<file path="src/common/cache_settings.svh">
`ifndef CACHE_SETTINGS_SVH
`define CACHE_SETTINGS_SVH

// ##########################################################################
// Tile geometry
// ##########################################################################

`define CACHE_ROWS      16  // Rows per tile, equal to the bits per row.
`define WORD_W          16  // Width of one tile row.
`define ROW_IDX_W       4   // Selects a row or a column inside the tile.
`define ADDR_W          16  // Word address width on the command side.
`define DDR_ADDR_W      28
`define DDR_ADDR_SHIFT  3   // DDR addresses count bytes in groups of eight.

// ##########################################################################
// Command opcodes
// ##########################################################################

`define OP_ROW_READ     3'd1
`define OP_ROW_WRITE    3'd2
`define OP_COL_READ     3'd3
`define OP_COL_WRITE    3'd4
`define OP_FLUSH        3'd5    // Writes back a dirty tile and keeps it resident.

`endif

</file>
<file path="src/common/cache_pkg.sv">
`default_nettype none

`include "cache_settings.svh"

package cache_pkg;

    // A word address seen either as a flat value for DDR addressing or as the
    // tile tag plus the row inside the tile.
    typedef union packed {
        logic [`ADDR_W-1:0] word;
        struct packed {
            logic [`ADDR_W-`ROW_IDX_W-1:0] tag;
            logic [`ROW_IDX_W-1:0]         row;
        } fields;
    } cache_addr_u;

endpackage

`default_nettype wire

</file>
<file path="src/cache/tile_mem.sv">
`timescale 1ns/1ps
`default_nettype none

`include "cache_settings.svh"

module tile_mem (
    input  wire                     clk,
    input  wire                     wr_row_en,
    input  wire [`ROW_IDX_W-1:0]    wr_row_idx,
    input  wire [`WORD_W-1:0]       wr_row_data,
    input  wire                     wr_col_en,
    input  wire [`ROW_IDX_W-1:0]    wr_col_idx,
    input  wire [`CACHE_ROWS-1:0]   wr_col_data,
    input  wire [`ROW_IDX_W-1:0]    rd_row_idx,
    input  wire [`ROW_IDX_W-1:0]    rd_col_idx,
    input  wire                     wb_rd_en,
    input  wire [`ROW_IDX_W-1:0]    wb_rd_idx,
    output logic [`WORD_W-1:0]      rd_row_data,
    output logic [`CACHE_ROWS-1:0]  rd_col_data,
    output logic [`WORD_W-1:0]      wb_rd_data
);

    logic [`WORD_W-1:0] mem [`CACHE_ROWS];

    always_ff @(posedge clk) begin
        if (wr_row_en) begin
            mem[wr_row_idx] <= wr_row_data;
        end
        if (wr_col_en) begin
            for (int r = 0; r < `CACHE_ROWS; r++) begin
                mem[r][wr_col_idx] <= wr_col_data[r];    // Bit r of the column lands in row r.
            end
        end
    end

    // ######################################################################
    // Read ports
    // ######################################################################

    always_ff @(posedge clk) begin
        rd_row_data <= mem[rd_row_idx];
        for (int r = 0; r < `CACHE_ROWS; r++) begin
            rd_col_data[r] <= mem[r][rd_col_idx];
        end
    end

    always_ff @(posedge clk) begin
        if (wb_rd_en) begin
            wb_rd_data <= mem[wb_rd_idx];
        end
    end

endmodule

`default_nettype wire

</file>
<file path="src/cache/ddr_writeback.sv">
`timescale 1ns/1ps
`default_nettype none

`include "cache_settings.svh"

module ddr_writeback (
    input  wire                     clk,
    input  wire                     rst,
    input  wire                     wb_start,
    input  wire cache_pkg::cache_addr_u wb_tag,
    input  wire [`WORD_W-1:0]       wb_rd_data,
    input  wire                     wb_ready,
    output logic                    wb_rd_en,
    output logic [`ROW_IDX_W-1:0]   wb_rd_idx,
    output logic                    wb_valid,
    output logic [`DDR_ADDR_W-1:0]  wb_addr,
    output logic [`WORD_W-1:0]      wb_data,
    output logic                    wb_done
);

    logic                           active;
    logic [`ADDR_W-`ROW_IDX_W-1:0]  tag_q;
    logic [`ROW_IDX_W:0]            issue_cnt;
    logic [`ROW_IDX_W-1:0]          sent_cnt;
    logic                           rd_pend;
    logic [`WORD_W-1:0]             q_data [2];
    logic                           q_wr_ptr;
    logic                           q_rd_ptr;
    logic [1:0]                     q_count;
    logic [1:0]                     occupancy;
    logic                           pop;
    logic                           last_pop;
    cache_pkg::cache_addr_u         head_addr;

    assign wb_valid  = (q_count != 2'd0);
    assign wb_data   = q_data[q_rd_ptr];
    assign pop       = wb_valid && wb_ready;
    assign last_pop  = pop && (sent_cnt == `ROW_IDX_W'(`CACHE_ROWS - 1));
    assign occupancy = q_count + 2'(rd_pend);    // Queued words plus the read on its way.

    // A new read goes out only while it is sure to find a free queue slot.
    assign wb_rd_en  = (wb_start || active) && !issue_cnt[`ROW_IDX_W]
                       && ((occupancy != 2'd2) || pop);
    assign wb_rd_idx = issue_cnt[`ROW_IDX_W-1:0];

    always_comb begin
        head_addr.fields.tag = tag_q;
        head_addr.fields.row = sent_cnt;
    end

    assign wb_addr = `DDR_ADDR_W'(head_addr.word) << `DDR_ADDR_SHIFT;

    always_ff @(posedge clk or negedge rst) begin
        if (!rst) begin
            active    <= 1'b0;
            issue_cnt <= '0;
            sent_cnt  <= '0;
            rd_pend   <= 1'b0;
            q_wr_ptr  <= 1'b0;
            q_rd_ptr  <= 1'b0;
            q_count   <= 2'd0;
            wb_done   <= 1'b0;
        end else begin
            rd_pend <= wb_rd_en;
            wb_done <= last_pop;
            if (wb_start) begin
                active <= 1'b1;
            end else if (last_pop) begin
                active <= 1'b0;
            end
            if (last_pop) begin
                issue_cnt <= '0;
            end else if (wb_rd_en) begin
                issue_cnt <= issue_cnt + 1'b1;
            end
            if (rd_pend) begin
                q_wr_ptr <= ~q_wr_ptr;
            end
            if (pop) begin
                q_rd_ptr <= ~q_rd_ptr;
                sent_cnt <= sent_cnt + 1'b1;    // Wraps to zero after the last row.
            end
            q_count <= q_count + 2'(rd_pend) - 2'(pop);
        end
    end

    always_ff @(posedge clk) begin
        if (wb_start) begin
            tag_q <= wb_tag.fields.tag;
        end
        if (rd_pend) begin
            q_data[q_wr_ptr] <= wb_rd_data;
        end
    end

endmodule

`default_nettype wire

</file>
<file path="src/cache/cache_ctrl.sv">
`timescale 1ns/1ps
`default_nettype none

`include "cache_settings.svh"

module cache_ctrl (
    input  wire                     clk,
    input  wire                     rst,
    input  wire                     cmd_valid,
    input  wire [2:0]               cmd_op,
    input  wire [`ADDR_W-1:0]       cmd_addr,
    input  wire [`ROW_IDX_W-1:0]    cmd_col,
    input  wire [`WORD_W-1:0]       cmd_row_data,
    input  wire [`CACHE_ROWS-1:0]   cmd_col_data,
    output logic                    cmd_ready,
    output logic                    rsp_valid,
    output logic [`WORD_W-1:0]      rsp_row,
    output logic [`CACHE_ROWS-1:0]  rsp_col,
    input  wire                     rsp_ready,
    output logic                    rd_req_valid,
    output logic [`DDR_ADDR_W-1:0]  rd_req_addr,
    input  wire                     rd_req_ready,
    input  wire                     fill_valid,
    input  wire [`WORD_W-1:0]       fill_data,
    output logic                    wb_start,
    output cache_pkg::cache_addr_u  wb_tag,
    input  wire                     wb_done,
    output logic                    wr_row_en,
    output logic [`ROW_IDX_W-1:0]   wr_row_idx,
    output logic [`WORD_W-1:0]      wr_row_data,
    output logic                    wr_col_en,
    output logic [`ROW_IDX_W-1:0]   wr_col_idx,
    output logic [`CACHE_ROWS-1:0]  wr_col_data,
    output logic [`ROW_IDX_W-1:0]   rd_row_idx,
    output logic [`ROW_IDX_W-1:0]   rd_col_idx,
    input  wire [`WORD_W-1:0]       rd_row_data,
    input  wire [`CACHE_ROWS-1:0]   rd_col_data
);

    localparam logic [2:0] S_IDLE     = 3'd0;
    localparam logic [2:0] S_WB_WAIT  = 3'd1;
    localparam logic [2:0] S_FILL_REQ = 3'd2;
    localparam logic [2:0] S_FILL     = 3'd3;
    localparam logic [2:0] S_ACCESS   = 3'd4;
    localparam logic [2:0] S_RESPOND  = 3'd5;

    logic [2:0]                     state;
    logic                           tile_valid;
    logic                           tile_dirty;
    logic [`ADDR_W-`ROW_IDX_W-1:0]  tile_tag;
    logic [`ROW_IDX_W-1:0]          fill_cnt;
    cache_pkg::cache_addr_u         cmd_a;
    cache_pkg::cache_addr_u         addr_q;
    cache_pkg::cache_addr_u         fill_base;
    logic [2:0]                     op_q;
    logic [`ROW_IDX_W-1:0]          col_q;
    logic [`WORD_W-1:0]             row_data_q;
    logic [`CACHE_ROWS-1:0]         col_data_q;
    logic                           accept;
    logic                           hit;
    logic                           need_wb;
    logic                           op_read;
    logic                           op_write;

    assign cmd_a     = cmd_addr;
    assign accept    = cmd_valid && cmd_ready;
    assign hit       = tile_valid && (cmd_a.fields.tag == tile_tag);
    assign need_wb   = tile_valid && tile_dirty && ((cmd_op == `OP_FLUSH) || !hit);
    assign op_read   = (op_q == `OP_ROW_READ) || (op_q == `OP_COL_READ);
    assign op_write  = (op_q == `OP_ROW_WRITE) || (op_q == `OP_COL_WRITE);
    assign cmd_ready = (state == S_IDLE);
    assign rd_req_valid = (state == S_FILL_REQ);

    always_comb begin
        fill_base.fields.tag = addr_q.fields.tag;
        fill_base.fields.row = '0;
        wb_tag.fields.tag    = tile_tag;
        wb_tag.fields.row    = '0;
    end

    assign rd_req_addr = `DDR_ADDR_W'(fill_base.word) << `DDR_ADDR_SHIFT;

    // ######################################################################
    // Tile port drive
    // ######################################################################

    always_comb begin
        wr_row_en   = (state == S_ACCESS) && (op_q == `OP_ROW_WRITE);
        wr_row_idx  = addr_q.fields.row;
        wr_row_data = row_data_q;
        if (state == S_FILL) begin
            wr_row_en   = fill_valid;    // Each fill beat becomes one row write.
            wr_row_idx  = fill_cnt;
            wr_row_data = fill_data;
        end
    end

    assign wr_col_en   = (state == S_ACCESS) && (op_q == `OP_COL_WRITE);
    assign wr_col_idx  = col_q;
    assign wr_col_data = col_data_q;
    assign rd_row_idx  = addr_q.fields.row;
    assign rd_col_idx  = col_q;

    // ######################################################################
    // Control FSM
    // ######################################################################

    always_ff @(posedge clk or negedge rst) begin
        if (!rst) begin
            state      <= S_IDLE;
            tile_valid <= 1'b0;
            tile_dirty <= 1'b0;
            tile_tag   <= '0;
            fill_cnt   <= '0;
            wb_start   <= 1'b0;
            rsp_valid  <= 1'b0;
        end else begin
            wb_start <= 1'b0;
            case (state)
                S_IDLE: begin
                    if (accept) begin
                        if (need_wb) begin
                            wb_start <= 1'b1;
                            state    <= S_WB_WAIT;
                        end else if (hit || (cmd_op == `OP_FLUSH)) begin
                            state <= S_ACCESS;    // A clean flush has nothing to do.
                        end else begin
                            state <= S_FILL_REQ;
                        end
                    end
                end
                S_WB_WAIT: begin
                    if (wb_done) begin
                        tile_dirty <= 1'b0;
                        state      <= (op_q == `OP_FLUSH) ? S_IDLE : S_FILL_REQ;
                    end
                end
                S_FILL_REQ: begin
                    if (rd_req_ready) begin
                        fill_cnt <= '0;
                        state    <= S_FILL;
                    end
                end
                S_FILL: begin
                    if (fill_valid) begin
                        fill_cnt <= fill_cnt + 1'b1;
                        if (fill_cnt == `ROW_IDX_W'(`CACHE_ROWS - 1)) begin
                            tile_valid <= 1'b1;
                            tile_dirty <= 1'b0;
                            tile_tag   <= addr_q.fields.tag;
                            state      <= S_ACCESS;
                        end
                    end
                end
                S_ACCESS: begin
                    if (op_write) begin
                        tile_dirty <= 1'b1;
                    end
                    state <= op_read ? S_RESPOND : S_IDLE;
                end
                S_RESPOND: begin
                    if (!rsp_valid) begin
                        rsp_valid <= 1'b1;    // Tile read data arrived in the previous cycle.
                    end else if (rsp_ready) begin
                        rsp_valid <= 1'b0;
                        state     <= S_IDLE;
                    end
                end
                default: begin
                    state <= S_IDLE;
                end
            endcase
        end
    end

    always_ff @(posedge clk) begin
        if (accept) begin
            op_q       <= cmd_op;
            addr_q     <= cmd_a;
            col_q      <= cmd_col;
            row_data_q <= cmd_row_data;
            col_data_q <= cmd_col_data;
        end
        if ((state == S_RESPOND) && !rsp_valid) begin
            rsp_row <= rd_row_data;
            rsp_col <= rd_col_data;
        end
    end

endmodule

`default_nettype wire

</file>
<file path="src/hdl/data_cache.sv">
`timescale 1ns/1ps
`default_nettype none

`include "cache_settings.svh"

module data_cache (
    input  wire                     clk,
    input  wire                     rst,
    input  wire                     cmd_valid,
    input  wire [2:0]               cmd_op,
    input  wire [`ADDR_W-1:0]       cmd_addr,
    input  wire [`ROW_IDX_W-1:0]    cmd_col,
    input  wire [`WORD_W-1:0]       cmd_row_data,
    input  wire [`CACHE_ROWS-1:0]   cmd_col_data,
    output wire                     cmd_ready,
    output wire                     rsp_valid,
    output wire [`WORD_W-1:0]       rsp_row,
    output wire [`CACHE_ROWS-1:0]   rsp_col,
    input  wire                     rsp_ready,
    output wire                     rd_req_valid,
    output wire [`DDR_ADDR_W-1:0]   rd_req_addr,
    input  wire                     rd_req_ready,
    input  wire                     fill_valid,
    input  wire [`WORD_W-1:0]       fill_data,
    output wire                     wb_valid,
    output wire [`DDR_ADDR_W-1:0]   wb_addr,
    output wire [`WORD_W-1:0]       wb_data,
    input  wire                     wb_ready
);

    wire                            wb_start;
    wire cache_pkg::cache_addr_u    wb_tag;
    wire                            wb_done;
    wire                            wr_row_en;
    wire [`ROW_IDX_W-1:0]           wr_row_idx;
    wire [`WORD_W-1:0]              wr_row_data;
    wire                            wr_col_en;
    wire [`ROW_IDX_W-1:0]           wr_col_idx;
    wire [`CACHE_ROWS-1:0]          wr_col_data;
    wire [`ROW_IDX_W-1:0]           rd_row_idx;
    wire [`ROW_IDX_W-1:0]           rd_col_idx;
    wire [`WORD_W-1:0]              rd_row_data;
    wire [`CACHE_ROWS-1:0]          rd_col_data;
    wire                            wb_rd_en;
    wire [`ROW_IDX_W-1:0]           wb_rd_idx;
    wire [`WORD_W-1:0]              wb_rd_data;

    cache_ctrl cache_ctrl_i (
        .clk          (clk),
        .rst          (rst),
        .cmd_valid    (cmd_valid),
        .cmd_op       (cmd_op),
        .cmd_addr     (cmd_addr),
        .cmd_col      (cmd_col),
        .cmd_row_data (cmd_row_data),
        .cmd_col_data (cmd_col_data),
        .cmd_ready    (cmd_ready),
        .rsp_valid    (rsp_valid),
        .rsp_row      (rsp_row),
        .rsp_col      (rsp_col),
        .rsp_ready    (rsp_ready),
        .rd_req_valid (rd_req_valid),
        .rd_req_addr  (rd_req_addr),
        .rd_req_ready (rd_req_ready),
        .fill_valid   (fill_valid),
        .fill_data    (fill_data),
        .wb_start     (wb_start),
        .wb_tag       (wb_tag),
        .wb_done      (wb_done),
        .wr_row_en    (wr_row_en),
        .wr_row_idx   (wr_row_idx),
        .wr_row_data  (wr_row_data),
        .wr_col_en    (wr_col_en),
        .wr_col_idx   (wr_col_idx),
        .wr_col_data  (wr_col_data),
        .rd_row_idx   (rd_row_idx),
        .rd_col_idx   (rd_col_idx),
        .rd_row_data  (rd_row_data),
        .rd_col_data  (rd_col_data)
    );

    tile_mem tile_mem_i (
        .clk          (clk),
        .wr_row_en    (wr_row_en),
        .wr_row_idx   (wr_row_idx),
        .wr_row_data  (wr_row_data),
        .wr_col_en    (wr_col_en),
        .wr_col_idx   (wr_col_idx),
        .wr_col_data  (wr_col_data),
        .rd_row_idx   (rd_row_idx),
        .rd_col_idx   (rd_col_idx),
        .wb_rd_en     (wb_rd_en),
        .wb_rd_idx    (wb_rd_idx),
        .rd_row_data  (rd_row_data),
        .rd_col_data  (rd_col_data),
        .wb_rd_data   (wb_rd_data)
    );

    ddr_writeback ddr_writeback_i (
        .clk          (clk),
        .rst          (rst),
        .wb_start     (wb_start),
        .wb_tag       (wb_tag),
        .wb_rd_data   (wb_rd_data),
        .wb_ready     (wb_ready),
        .wb_rd_en     (wb_rd_en),
        .wb_rd_idx    (wb_rd_idx),
        .wb_valid     (wb_valid),
        .wb_addr      (wb_addr),
        .wb_data      (wb_data),
        .wb_done      (wb_done)
    );

endmodule

`default_nettype wire

</file>
<file path="config.mk">
export PLATFORM = sky130hd
export DESIGN_NAME = data_cache
export DESIGN_NICKNAME = d
export VERILOG_FILES = /design/src/common/cache_pkg.sv /design/src/cache/tile_mem.sv /design/src/cache/ddr_writeback.sv /design/src/cache/cache_ctrl.sv /design/src/hdl/data_cache.sv
export VERILOG_INCLUDE_DIRS = /design/src /design/src/common
export SDC_FILE = /design/constraint.sdc
export NUM_CORES = 1
export LEC_CHECK = 0
export ABC_AREA = 1
export BUFFER_PORTS_ARGS = -buffer_cell sky130_fd_sc_hd__buf_2
export CAP_MARGIN = 20
export CORE_MARGIN = 2
export CORE_UTILIZATION = 30
export DETAILED_ROUTE_END_ITERATION = 6
export PLACE_DENSITY = 0.45
export SKIP_CTS_REPAIR_TIMING = 1
export SYNTH_ARGS = -nofsm -noshare
export SYNTH_HDL_FRONTEND = slang
export SYNTH_HIERARCHICAL = 1
export SYNTH_SLANG_ARGS = --single-unit
export TNS_END_PERCENT = 1
</file>
<file path="constraint.sdc">
create_clock -name clk -period 5.5 [get_ports clk]
set_input_delay 1.65 -clock clk [delete_from_list [all_inputs] [get_ports clk]]
set_output_delay 1.65 -clock clk [all_outputs]
set_load 0.05 [all_outputs]
</file>
Word-level counts from Yosys, hierarchy flattened

Memory sizes are Yosys's and may differ from the RTL's. A register that Yosys moved wholly into a read port is not among the register bits.
Index checks and enable logic that the tools add are counted.

Bitwise operators: 2
Add/sub/neg operators: 5
Order comparisons: 2
Muxes and demuxes: 75
Reductions and logical operators: 32
Equality and inequality tests: 23

Operators by type and width:

| operator                                                                     | number |
|---|---|
| 1-bit binary-select mux with 4-bit select                                    | 16 |
| 16-bit 2-to-1 mux                                                            | 4 |
| 1-bit 2-to-1 mux                                                             | 34 |
| 3-bit 2-to-1 mux                                                             | 10 |
| 3-bit case mux with 6 select lines                                           | 1 |
| 4-bit 2-to-1 mux                                                             | 4 |
| 16-bit OR reduction                                                          | 1 |
| 3-bit equality test, second input constant                                   | 5 |
| 12-bit equality test                                                         | 1 |
| 3-bit by 2-bit equality test with 1-bit output, second input constant        | 4 |
| 1-bit logical AND                                                            | 12 |
| 5-bit 2-to-1 mux                                                             | 2 |
| 2-bit inequality test, second input constant                                 | 5 |
| 4-bit by 1-bit adder with 4-bit output, second input constant                | 2 |
| 4-bit equality test, second input constant                                   | 2 |
| 2-bit by 1-bit inequality test with 1-bit output, second input constant      | 4 |
| 4-bit case mux with 2 select lines                                           | 1 |
| 2-bit nonzero test                                                           | 4 |
| 7-bit AND reduction                                                          | 1 |
| 3-bit by 1-bit equality test with 1-bit output, second input constant        | 2 |
| 1-bit logical OR                                                             | 6 |
| 3-bit AND reduction                                                          | 2 |
| 5-bit by 1-bit adder with 5-bit output, second input constant                | 1 |
| 4-bit by 5-bit less-than comparator with 1-bit output, second input constant | 1 |
| 11 further kinds                                                             | 14 |

Logic and storage cells: 165
RAM bits: 288
Memories: 2
Register bits after elaboration: 154
Bits of input ports: 78
Output and inout port bits: 108

Memories:

| memory                 | depth | width | rd ports | clocked after memory_dff | wr ports | line                | RTL |
|---|---|---|---|---|---|---|---|
| tile_mem_i.mem         | 16    | 16    | 18       | 2                        | 16       | tile_mem.sv:23      | `` logic [`WORD_W-1:0] mem [`CACHE_ROWS]; `` |
| ddr_writeback_i.q_data | 2     | 16    | 1        | 0                        | 1        | ddr_writeback.sv:26 | `` logic [`WORD_W-1:0] q_data [2]; `` |

Depth between registers and ports, before layout

Gate-level depths: netlist of the first run.

Depth in word-level cells: 8
Mapped depth: 12
Gate-level depth less buffers: 12

Modules after synthesis

The synthesis of the first run kept the hierarchy.

By module, submodules not included:

| module        | cells an instance | instances | area each (µm²) | seq. area each (µm²) |
|---|---|---|---|---|
| tile_mem      | 2914              | 1         | 19905.3         | 8808.4 |
| cache_ctrl    | 381               | 1         | 4451.8          | 3188.1 |
| ddr_writeback | 197               | 1         | 2461.1          | 1721.7 |

Least setup slack after synthesis of the first run

No wires, ideal clock.

Path kind: in2reg
From: input cmd_valid
To: register cache_ctrl_i/addr_q[0] in the netlist's numbering, enable pin
Setup slack: -0.495 ns
Arrival: 5.460 ns
Required time: 4.965 ns
Cell stages on the path: 2
Library setup time: 0.535 ns
Path buffers: 0
Path through: inv_1 > nor3_1

Longest elaborated chain between the ends: 1

Ends and longest elaborated chain:

| element                 | line              | RTL |
|---|---|---|
| start: declaration      | data_cache.sv:9   | `input wire cmd_valid,` |
| 1-bit logical AND       | cache_ctrl.sv:66  | `assign accept = cmd_valid && cmd_ready;` |
| net cache_ctrl_i.accept | cache_ctrl.sv:59  | `logic accept;` |
| end signal: assignment  | cache_ctrl.sv:179 | `addr_q <= cmd_a;` |
| end: declaration        | cache_ctrl.sv:53  | `cache_pkg::cache_addr_u addr_q;` |

The timed path passes the listed nets, and every way through them passes these cells.
A chain may end at the register's enable or synchronous reset.

==> results of run 1 <==
[cell type report]
cell class	instances	area (µm²)	share of cell area, %
sequential	474	13700	45.5
timing repair buffer	218	1240	4.12
clock buffer	76	1570	5.20
multi-input combinational	2392	10500	34.8
clock inverter	30	319	1.06
antenna	3	7.51	0.0249
tap	1165	1460	4.83
inverter	352	1340	4.44
[worst min-delay path by stage]
| stage | start | to | slack (ps) | cells past startpoint |
|---|---|---|---|---|
| 4_1_cts | tile_mem_i/rd_col_data[14] | cache_ctrl_i/rsp_col[14] | 400 | 0 |
| 5_1_grt | tile_mem_i/rd_row_data[10] | cache_ctrl_i/rsp_row[10] | 410 | 0 |
| 6_report | tile_mem_i/rd_col_data[14] | cache_ctrl_i/rsp_col[14] | 400 | 0 |
| 2_1_floorplan | tile_mem_i/rd_col_data[0] | cache_ctrl_i/rsp_col[0] | 390 | 0 |
| 3_3_place_gp | tile_mem_i/rd_row_data[12] | cache_ctrl_i/rsp_row[12] | 390 | 0 |
| 3_5_place_dp | tile_mem_i/rd_row_data[15] | cache_ctrl_i/rsp_row[15] | 390 | 0 |
[power breakdown]
group	switching, mW	internal (mW)
combinational	4.27	1.27
sequential	0.242	4.70
clock	1.63	2.24
[metal layers]
layer  GRT usage [%]  wire (µm)  part of all wire, %
met1            34.1      48600                   45
met2            34.7      46300                   43
met3            5.23      10700                  9.8
met4            6.31       2660                  2.5
met5               0         27                0.025
[critical path, delay by kind of cell]
family                 cells  cell delay (ps)
AND/OR/NAND/NOR            4             1850
AO/OA/AOI/OAI              1              180
buffers and inverters      4              440
[through the flow]
step | power (mW) | hold slack [ps] | worst slack, ps | instances
floorplan | 8.44 | 386 | 1170 | 3514
global placement | 10.4 | 388 | 1210 | 4601
detailed placement | 10.5 | 389 | 1140 | 4601
CTS | 14.4 | 403 | 1550 | 4707
global route | 15.1 | 412 | 1510 | 4709
finish | 14.3 | 402 | 1690 | 4710
==> results.toml, run 1 <==
[floorplanning]
dieArea_um2 = 91700
die_x_um = 303
rows = 109
die_y_um = 303
io_pins = 186
core_um2 = 88400
start_util_pct = 30.3

[timing]
clock_skew_ps = 36.8
rsz0062_at_grt = "false"
period_share_pct = 69.3
drv_slew = 0
tns_ps = 0
setup_violations = 0
final_hold_viol_count = 0
fin_crit_ps = 3810
tightestPinTransition_ps = 1100
max_freq_mhz = 263
slew_headroom_pct = 26.5

[finish]
nFillCells = 9392
largest_register_ffs = 256
synthToLayoutAreaGrowth_pct = 12.6
top_register = "tile_mem_i/mem"
fin_nets = 3577
design_area_um2 = 30200
mostFrequentLayoutCell = "nand2_1"
reg_top3 = "tile_mem_i/mem x256, ddr_writeback_i/q_data x32"
final_util_pct = 34.1
final_cell_mix = "nand2_1, nand3_1, edfxtp_1"
drive_above_1_share_pct = 10.1

[clock_network]
cts_tree = "done"
h-tree-depth = 2
insertion_delay_ps = 660
clock_path_buffers = 3
cts_root_buf = "clkbuf_16"
cts_buffers = 56
clkSlewWorstSetupHoldPaths_ps = 60
clkSinkCount = 474

[job]
drv_cap = 0

[worst_setup_path]
crit_chain = "buf_2 > inv_1 > nor2_4 > inv_2 > o21ai_0 > inv_1 > nor3_1 > nand2_1 > nand2_1"
crit_end = "tile_mem_i/mem[1][14]"
crit_arrival_ps = 4140
worst_path_largest_cell_delay_ps = 730
worstSetupPathType = "primary input to flip-flop"
r2r_slack_ps = 1830
slowest_stage = "nand2_1"
cp.required_ps = 5830
rr_startpoint = "cache_ctrl_i/state[1]"
rr_worst_depth = 10
rr_endpoint = "tile_mem_i/mem[1][15]"
crit_path_start = "fill_valid"
critical_path_peak_fanout = 16
end_kind = "flip-flop"
critPathLaunchType = "primary input"

[logic_synthesis]
syn_avg_cell_area_um2 = 7.68
syn_area_um2 = 26800
synthCells = 3488
yosysWarningCount = 6

[global_route]
grt-ovfl-total = 0
grt_pass1_wl_um = 157000
antenna_found_initial = 6
grt_max_degree = 99
grt_usage_pct = 23.4
grt_pass1_vias = 22600

[power_and_ir_drop]
p_per_area_nw_per_um2 = 476
total_leakage_power_nw = 14.6
ir_drop_v = 0.000284

[worst_hold_path]
hold_class = "flip-flop to flip-flop"

[detailed_routing]
firstDrtPassIters = 6
wl_per_cell_um = 23.0
drc = 0
vias = 24300
viasPerCell = 5.16
first_iter_violations = 2890
drtAntennaViolNets = 0
wl_um = 108000

[run_status]
outcome = "finished clean"

[place]
hpwl_um = 70300
place_area_um2 = 28300
gp_congestion = 0.893
port_buffers = 157
No activity file was read; power rests on OpenSTA's default activity.
==> run 2: changes to the inputs <==
--- a/config.mk
+++ b/config.mk
@@ -12,7 +12,7 @@
 export CORE_MARGIN = 2
 export CORE_UTILIZATION = 30
 export DETAILED_ROUTE_END_ITERATION = 6
-export PLACE_DENSITY = 0.45
+export PLACE_DENSITY = 0.47
 export SKIP_CTS_REPAIR_TIMING = 1
 export SYNTH_ARGS = -nofsm -noshare
 export SYNTH_HDL_FRONTEND = slang
==> constraint.sdc (replaced) <==
create_clock -name clk -period 3.2 [get_ports clk]
set_input_delay 0.96 -clock clk [delete_from_list [all_inputs] [get_ports clk]]
set_output_delay 0.96 -clock clk [all_outputs]
set_load 0.05 [all_outputs]
==> run 2 against run 1 <==
Compared with the run above:
- flip-flop and latch count did not move
- wire length fell by 3.0%
- critical path depth fell by 5
- via count fell by 0.13%
- count of clock-buffer cells in the layout fell by 4
- die area did not move
- non-clock buffer count rose by 47
- register-to-register slack got worse by 1300 ps
- core utilization rose by 0.66 points
- clock power rose by 77%
- sequential share of layout area fell by 0.86 points
==> results.toml, run 2 (synthesis results as in run 1) <==
[worst_setup_path]
crit_arrival_ps = 1950
path_delay_family = "buffers and inverters"
crit_chain = "inv_2 > nand2_1 > nand2_1 > buf_2"
cpMostUsedCell = "nand2_1"
path_buf_inv = 2
cp.required_ps = 2240
worstSetupPathType = "flip-flop to output port"
critPathLaunchType = "flip-flop"
end_kind = "output port"
worst_path_largest_cell_delay_ps = 530
critical_path_peak_fanout = 17
slowest_stage = "dfrtp_1"

[floorplanning]
rows = 109
dieArea_um2 = 91700
die_x_um = 303
io_pins = 186
start_util_pct = 30.3
core_um2 = 88400
die_y_um = 303

[detailed_routing]
firstDrtPassIters = 5
wl_um = 105000
vias = 24300
first_iter_violations = 2753
drc = 0
viasPerCell = 5.10
drtAntennaViolNets = 0
wl_per_cell_um = 22.1

[clock_network]
insertion_delay_ps = 640
clkSlewWorstSetupHoldPaths_ps = 60
cts_tree = "done"
cts_buffers = 57
clkSinkCount = 474
cts_root_buf = "clkbuf_16"
h-tree-depth = 2
clock_path_buffers = 3

[power_and_ir_drop]
total_power_mw = 25.0
p_per_area_nw_per_um2 = 812
ir_drop_v = 0.000559
total_leakage_power_nw = 14.9

[place]
port_buffers = 157
pre_cts_slack_ps = 288
place_area_um2 = 28800
hpwl_um = 70200
gp_congestion = 0.868

[timing]
fin_crit_ps = 2910
drv_slew = 0
clock_skew_ps = 27.3
tightestPinTransition_ps = 982
period_share_pct = 90.9
max_freq_mhz = 344
setup_violations = 0
setup_ws_ps = 291
final_hold_viol_count = 0
holdWs_ps = 388
rsz0062_at_grt = "false"
slew_headroom_pct = 34.5

[global_route]
grt_max_degree = 101
grt_pass1_wl_um = 153000
grt_pass1_vias = 22700
grt_usage_pct = 22.6
antenna_found_initial = 4
grt-ovfl-total = 0

[finish]
mostFrequentLayoutCell = "nand2_1"
design_area_um2 = 30700
final_util_pct = 34.8
top_register = "tile_mem_i/mem"
final_cell_mix = "nand2_1, nand3_1, edfxtp_1"
drive_above_1_share_pct = 11.4
largest_register_ffs = 256
reg_top3 = "tile_mem_i/mem x256, ddr_writeback_i/q_data x32"
fin_nets = 3625
synthToLayoutAreaGrowth_pct = 14.8

[worst_hold_path]
hold_class = "primary input to asynchronous set/reset pin"

[run_status]
outcome = "finished clean"

[job]
drv_cap = 0
[run 2: per-stage QoR]
| step | setup TNS [ps] | instances |
|---|---|---|
| 3_3_place_gp | 0 | 4648 |
| 6_report | 0 | 4760 |
| 4_1_cts | 0 | 4756 |
| 5_1_grt | 0 | 4756 |
| 2_1_floorplan | -24140 | 3514 |
| 3_5_place_dp | 0 | 4648 |
[run 2: final cells by class]
class,count,area (µm²)
inverters,352,1330
flip-flops and latches,474,13700
diodes,4,10.0
well taps,1165,1460
clock inverters,36,383
multi-input cells,2392,10500
fillers,9427,57600
clock buffers,72,1570
repair buffers,265,1770
[run 2: per-layer routing]
metal | vias up | routed length (µm) | track usage [%]
met5 | - | 13 | 0
met1 | 11600 | 45700 | 31.5
met2 | 1138 | 45700 | 34.2
met4 | 2 | 2900 | 6.36
met3 | 159 | 10700 | 6.16
li1 | 11400 | - | -
[run 2: report_power, final]
group	leakage (nW)	internal [mW]	switching, mW
clock network	0.942	3.98	2.86
registers	4.40	8.08	0.390
logic	9.60	2.39	7.27
total	14.9	14.5	10.5
[run 2: worst paths after layout]
check                                                start                      endpoint  slack, ps  cells past startpoint
worst max register to register       cache_ctrl_i/state[1]         tile_mem_i/mem[14][7]        530                     11
min in group clk                tile_mem_i/rd_row_data[10]      cache_ctrl_i/rsp_row[10]        400                      0
worst min register to register  tile_mem_i/rd_row_data[10]      cache_ctrl_i/rsp_row[10]        400                      0
max in group asynchronous                              rst  ddr_writeback_i/issue_cnt[0]       2190                      1
worst min-delay path                                   rst      cache_ctrl_i/tile_tag[8]        390                      1
worst max-delay path              ddr_writeback_i/q_rd_ptr                    wb_data[9]        290                      4
==> run 3: changes to the inputs <==
--- a/config.mk
+++ b/config.mk
@@ -13,7 +13,9 @@
 export CORE_UTILIZATION = 30
 export DETAILED_ROUTE_END_ITERATION = 6
 export PLACE_DENSITY = 0.47
+export SETUP_SLACK_MARGIN = 0.5
 export SKIP_CTS_REPAIR_TIMING = 1
+export SKIP_LAST_GASP = 1
 export SYNTH_ARGS = -nofsm -noshare
 export SYNTH_HDL_FRONTEND = slang
 export SYNTH_HIERARCHICAL = 1
==> run 3 against run 2 <==
Compared with the run above:
- the flow now finishes with violations (DRC)
- count of clock-buffer cells in the layout up 16
- final area up 0.65%
- sequential power about the same
- hold slack better by 7.6 ps
- sequential share of layout area down 0.28 points
- worst setup slack better by 220 ps
- global-route usage up 0.39 points
- combinational power up 1%
- first-iteration DRC count up 9.1%
- maximum frequency up 8.1%
- die area unchanged
- register-to-register slack better by 130 ps
- largest power group unchanged
- highest routed layer is now met4
==> results.toml, run 3 (synthesis results as in run 1) <==
[run_status]
outcome = "complete, but fails checks"
failed_checks = "DRC"

[detailed_routing]
wl_um = 106000
first_iter_violations = 3003
firstDrtPassIters = 7
drtAntennaViolNets = 0
vias = 24400
wl_per_cell_um = 22.3
drc = 6
viasPerCell = 5.12

[timing]
setup_ws_ps = 509
rsz0062_at_grt = "true"
final_hold_viol_count = 0
drv_slew = 0
tightestPinTransition_ps = 959
fin_crit_ps = 2690
clock_skew_ps = 28.6
period_share_pct = 84.1
max_freq_mhz = 372
setup_violations = 0
tns_ps = 0
slew_headroom_pct = 36.0

[clock_network]
insertion_delay_ps = 650
cts_root_buf = "clkbuf_16"
cts_tree = "done"
clock_path_buffers = 3
h-tree-depth = 2
clkSinkCount = 474
clkSlewWorstSetupHoldPaths_ps = 60
cts_buffers = 58

[global_route]
grt_pass1_wl_um = 155000
grt_pass1_vias = 22600
grt_max_degree = 134
antenna_found_initial = 11
grt-ovfl-total = 0
grt_usage_pct = 23.0

[floorplanning]
io_pins = 186
die_y_um = 303
die_x_um = 303
dieArea_um2 = 91700
core_um2 = 88400
rows = 109
start_util_pct = 30.3

[finish]
reg_top3 = "tile_mem_i/mem x256, ddr_writeback_i/q_data x32"
largest_register_ffs = 256
final_cell_mix = "nand2_1, nand3_1, edfxtp_1"
fin_nets = 3627
final_util_pct = 35.0
drive_above_1_share_pct = 11.5
mostFrequentLayoutCell = "nand2_1"
synthToLayoutAreaGrowth_pct = 15.5
top_register = "tile_mem_i/mem"

[worst_setup_path]
cp.required_ps = 2240
critPathLaunchType = "flip-flop"
end_kind = "output port"
crit_arrival_ps = 1730
critical_path_peak_fanout = 6
r2r_slack_ps = 660
rr_startpoint = "cache_ctrl_i/state[2]"
worstSetupPathType = "flip-flop to output port"
rr_worst_depth = 10
rr_endpoint = "tile_mem_i/mem[4][14]"

[place]
port_buffers = 157
gp_congestion = 0.876
hpwl_um = 69700
pre_cts_slack_ps = 283

[worst_hold_path]
min_from = "tile_mem_i/rd_col_data[4]"
hold_path_end = "cache_ctrl_i/rsp_col[4]"
whs_path_depth = 0
hold_class = "flip-flop to flip-flop"

[power_and_ir_drop]
ir_drop_v = 0.000562
total_leakage_power_nw = 15.0
p_per_area_nw_per_um2 = 823

[job]
drv_cap = 0
-- run 3: cell types whose count changed in the layout (fill, tap and decap cells not counted), moves of 2 or more --
cell | previous run | this run
buf_12 | 14 | 12
buf_2 | 157 | 147
buf_4 | 94 | 97
buf_6 | 0 | 2
clkbuf_1 | 7 | 9
clkbuf_16 | 58 | 65
clkbuf_4 | 0 | 8
clkbuf_8 | 7 | 14
clkinv_1 | 3 | 1
clkinv_2 | 13 | 8
clkinvlp_4 | 9 | 3
inv_2 | 18 | 15
inv_4 | 2 | 4
-- run 3: routing by layer --
| layer | global-route usage [%] | vias up | share of wire (%) |
|---|---|---|---|
| met2 | 35.0 | 1194 | 44 |
| li1 | - | 11400 | - |
| met4 | 6.36 | 0 | 2.6 |
| met1 | 33.0 | 11600 | 44 |
| met3 | 4.56 | 156 | 9.5 |
| met5 | 0 | - | 0 |
-- run 3: worst max-delay path, stage by stage (launching register included) --
cell     delay, ps
dfrtp_2        470
inv_4          130
nand3_1        140
inv_1          160
buf_6          180
-- run 3: layout make-up --
cell class | count | area, µm²
Fill cell | 9347 | 57400
Clock buffer | 88 | 1850
Multi-Input combinational cell | 2392 | 10500
Timing Repair Buffer | 266 | 1790
Inverter | 352 | 1340
Clock inverter | 21 | 267
Tap cell | 1165 | 1460
Sequential cell | 474 | 13700
Antenna cell | 4 | 10.0
-- run 3: worst max path at each step --
stage / startpoint / end / slack (ps) / depth (start not counted)
2_1_floorplan: cmd_valid / cache_ctrl_i/addr_q[0] / 390 / 2
3_3_place_gp: fill_valid / tile_mem_i/mem[4][10] / 240 / 10
3_5_place_dp: fill_valid / tile_mem_i/mem[4][5] / 280 / 10
4_1_cts: ddr_writeback_i/q_rd_ptr / wb_data[7] / 280 / 5
5_1_grt: cache_ctrl_i/state[2] / rd_req_valid / 410 / 4
6_report: cache_ctrl_i/state[2] / rd_req_valid / 510 / 4
-- run 3: per-stage QoR --
step	cells	power (mW)	cell area, µm²	hold WS, ps
floorplan	3514	14.5	26900	386
global placement	4649	18.1	28800	388
detailed placement	4649	18.1	28800	389
CTS	4758	25.4	30900	398
global route	4759	26.7	30900	405
finish	4762	25.5	30900	395
-- run 3: power breakdown --
part           internal (mW)  switching, mW
registers               8.08          0.396
logic                   2.44           7.32
clock network           4.40           2.83
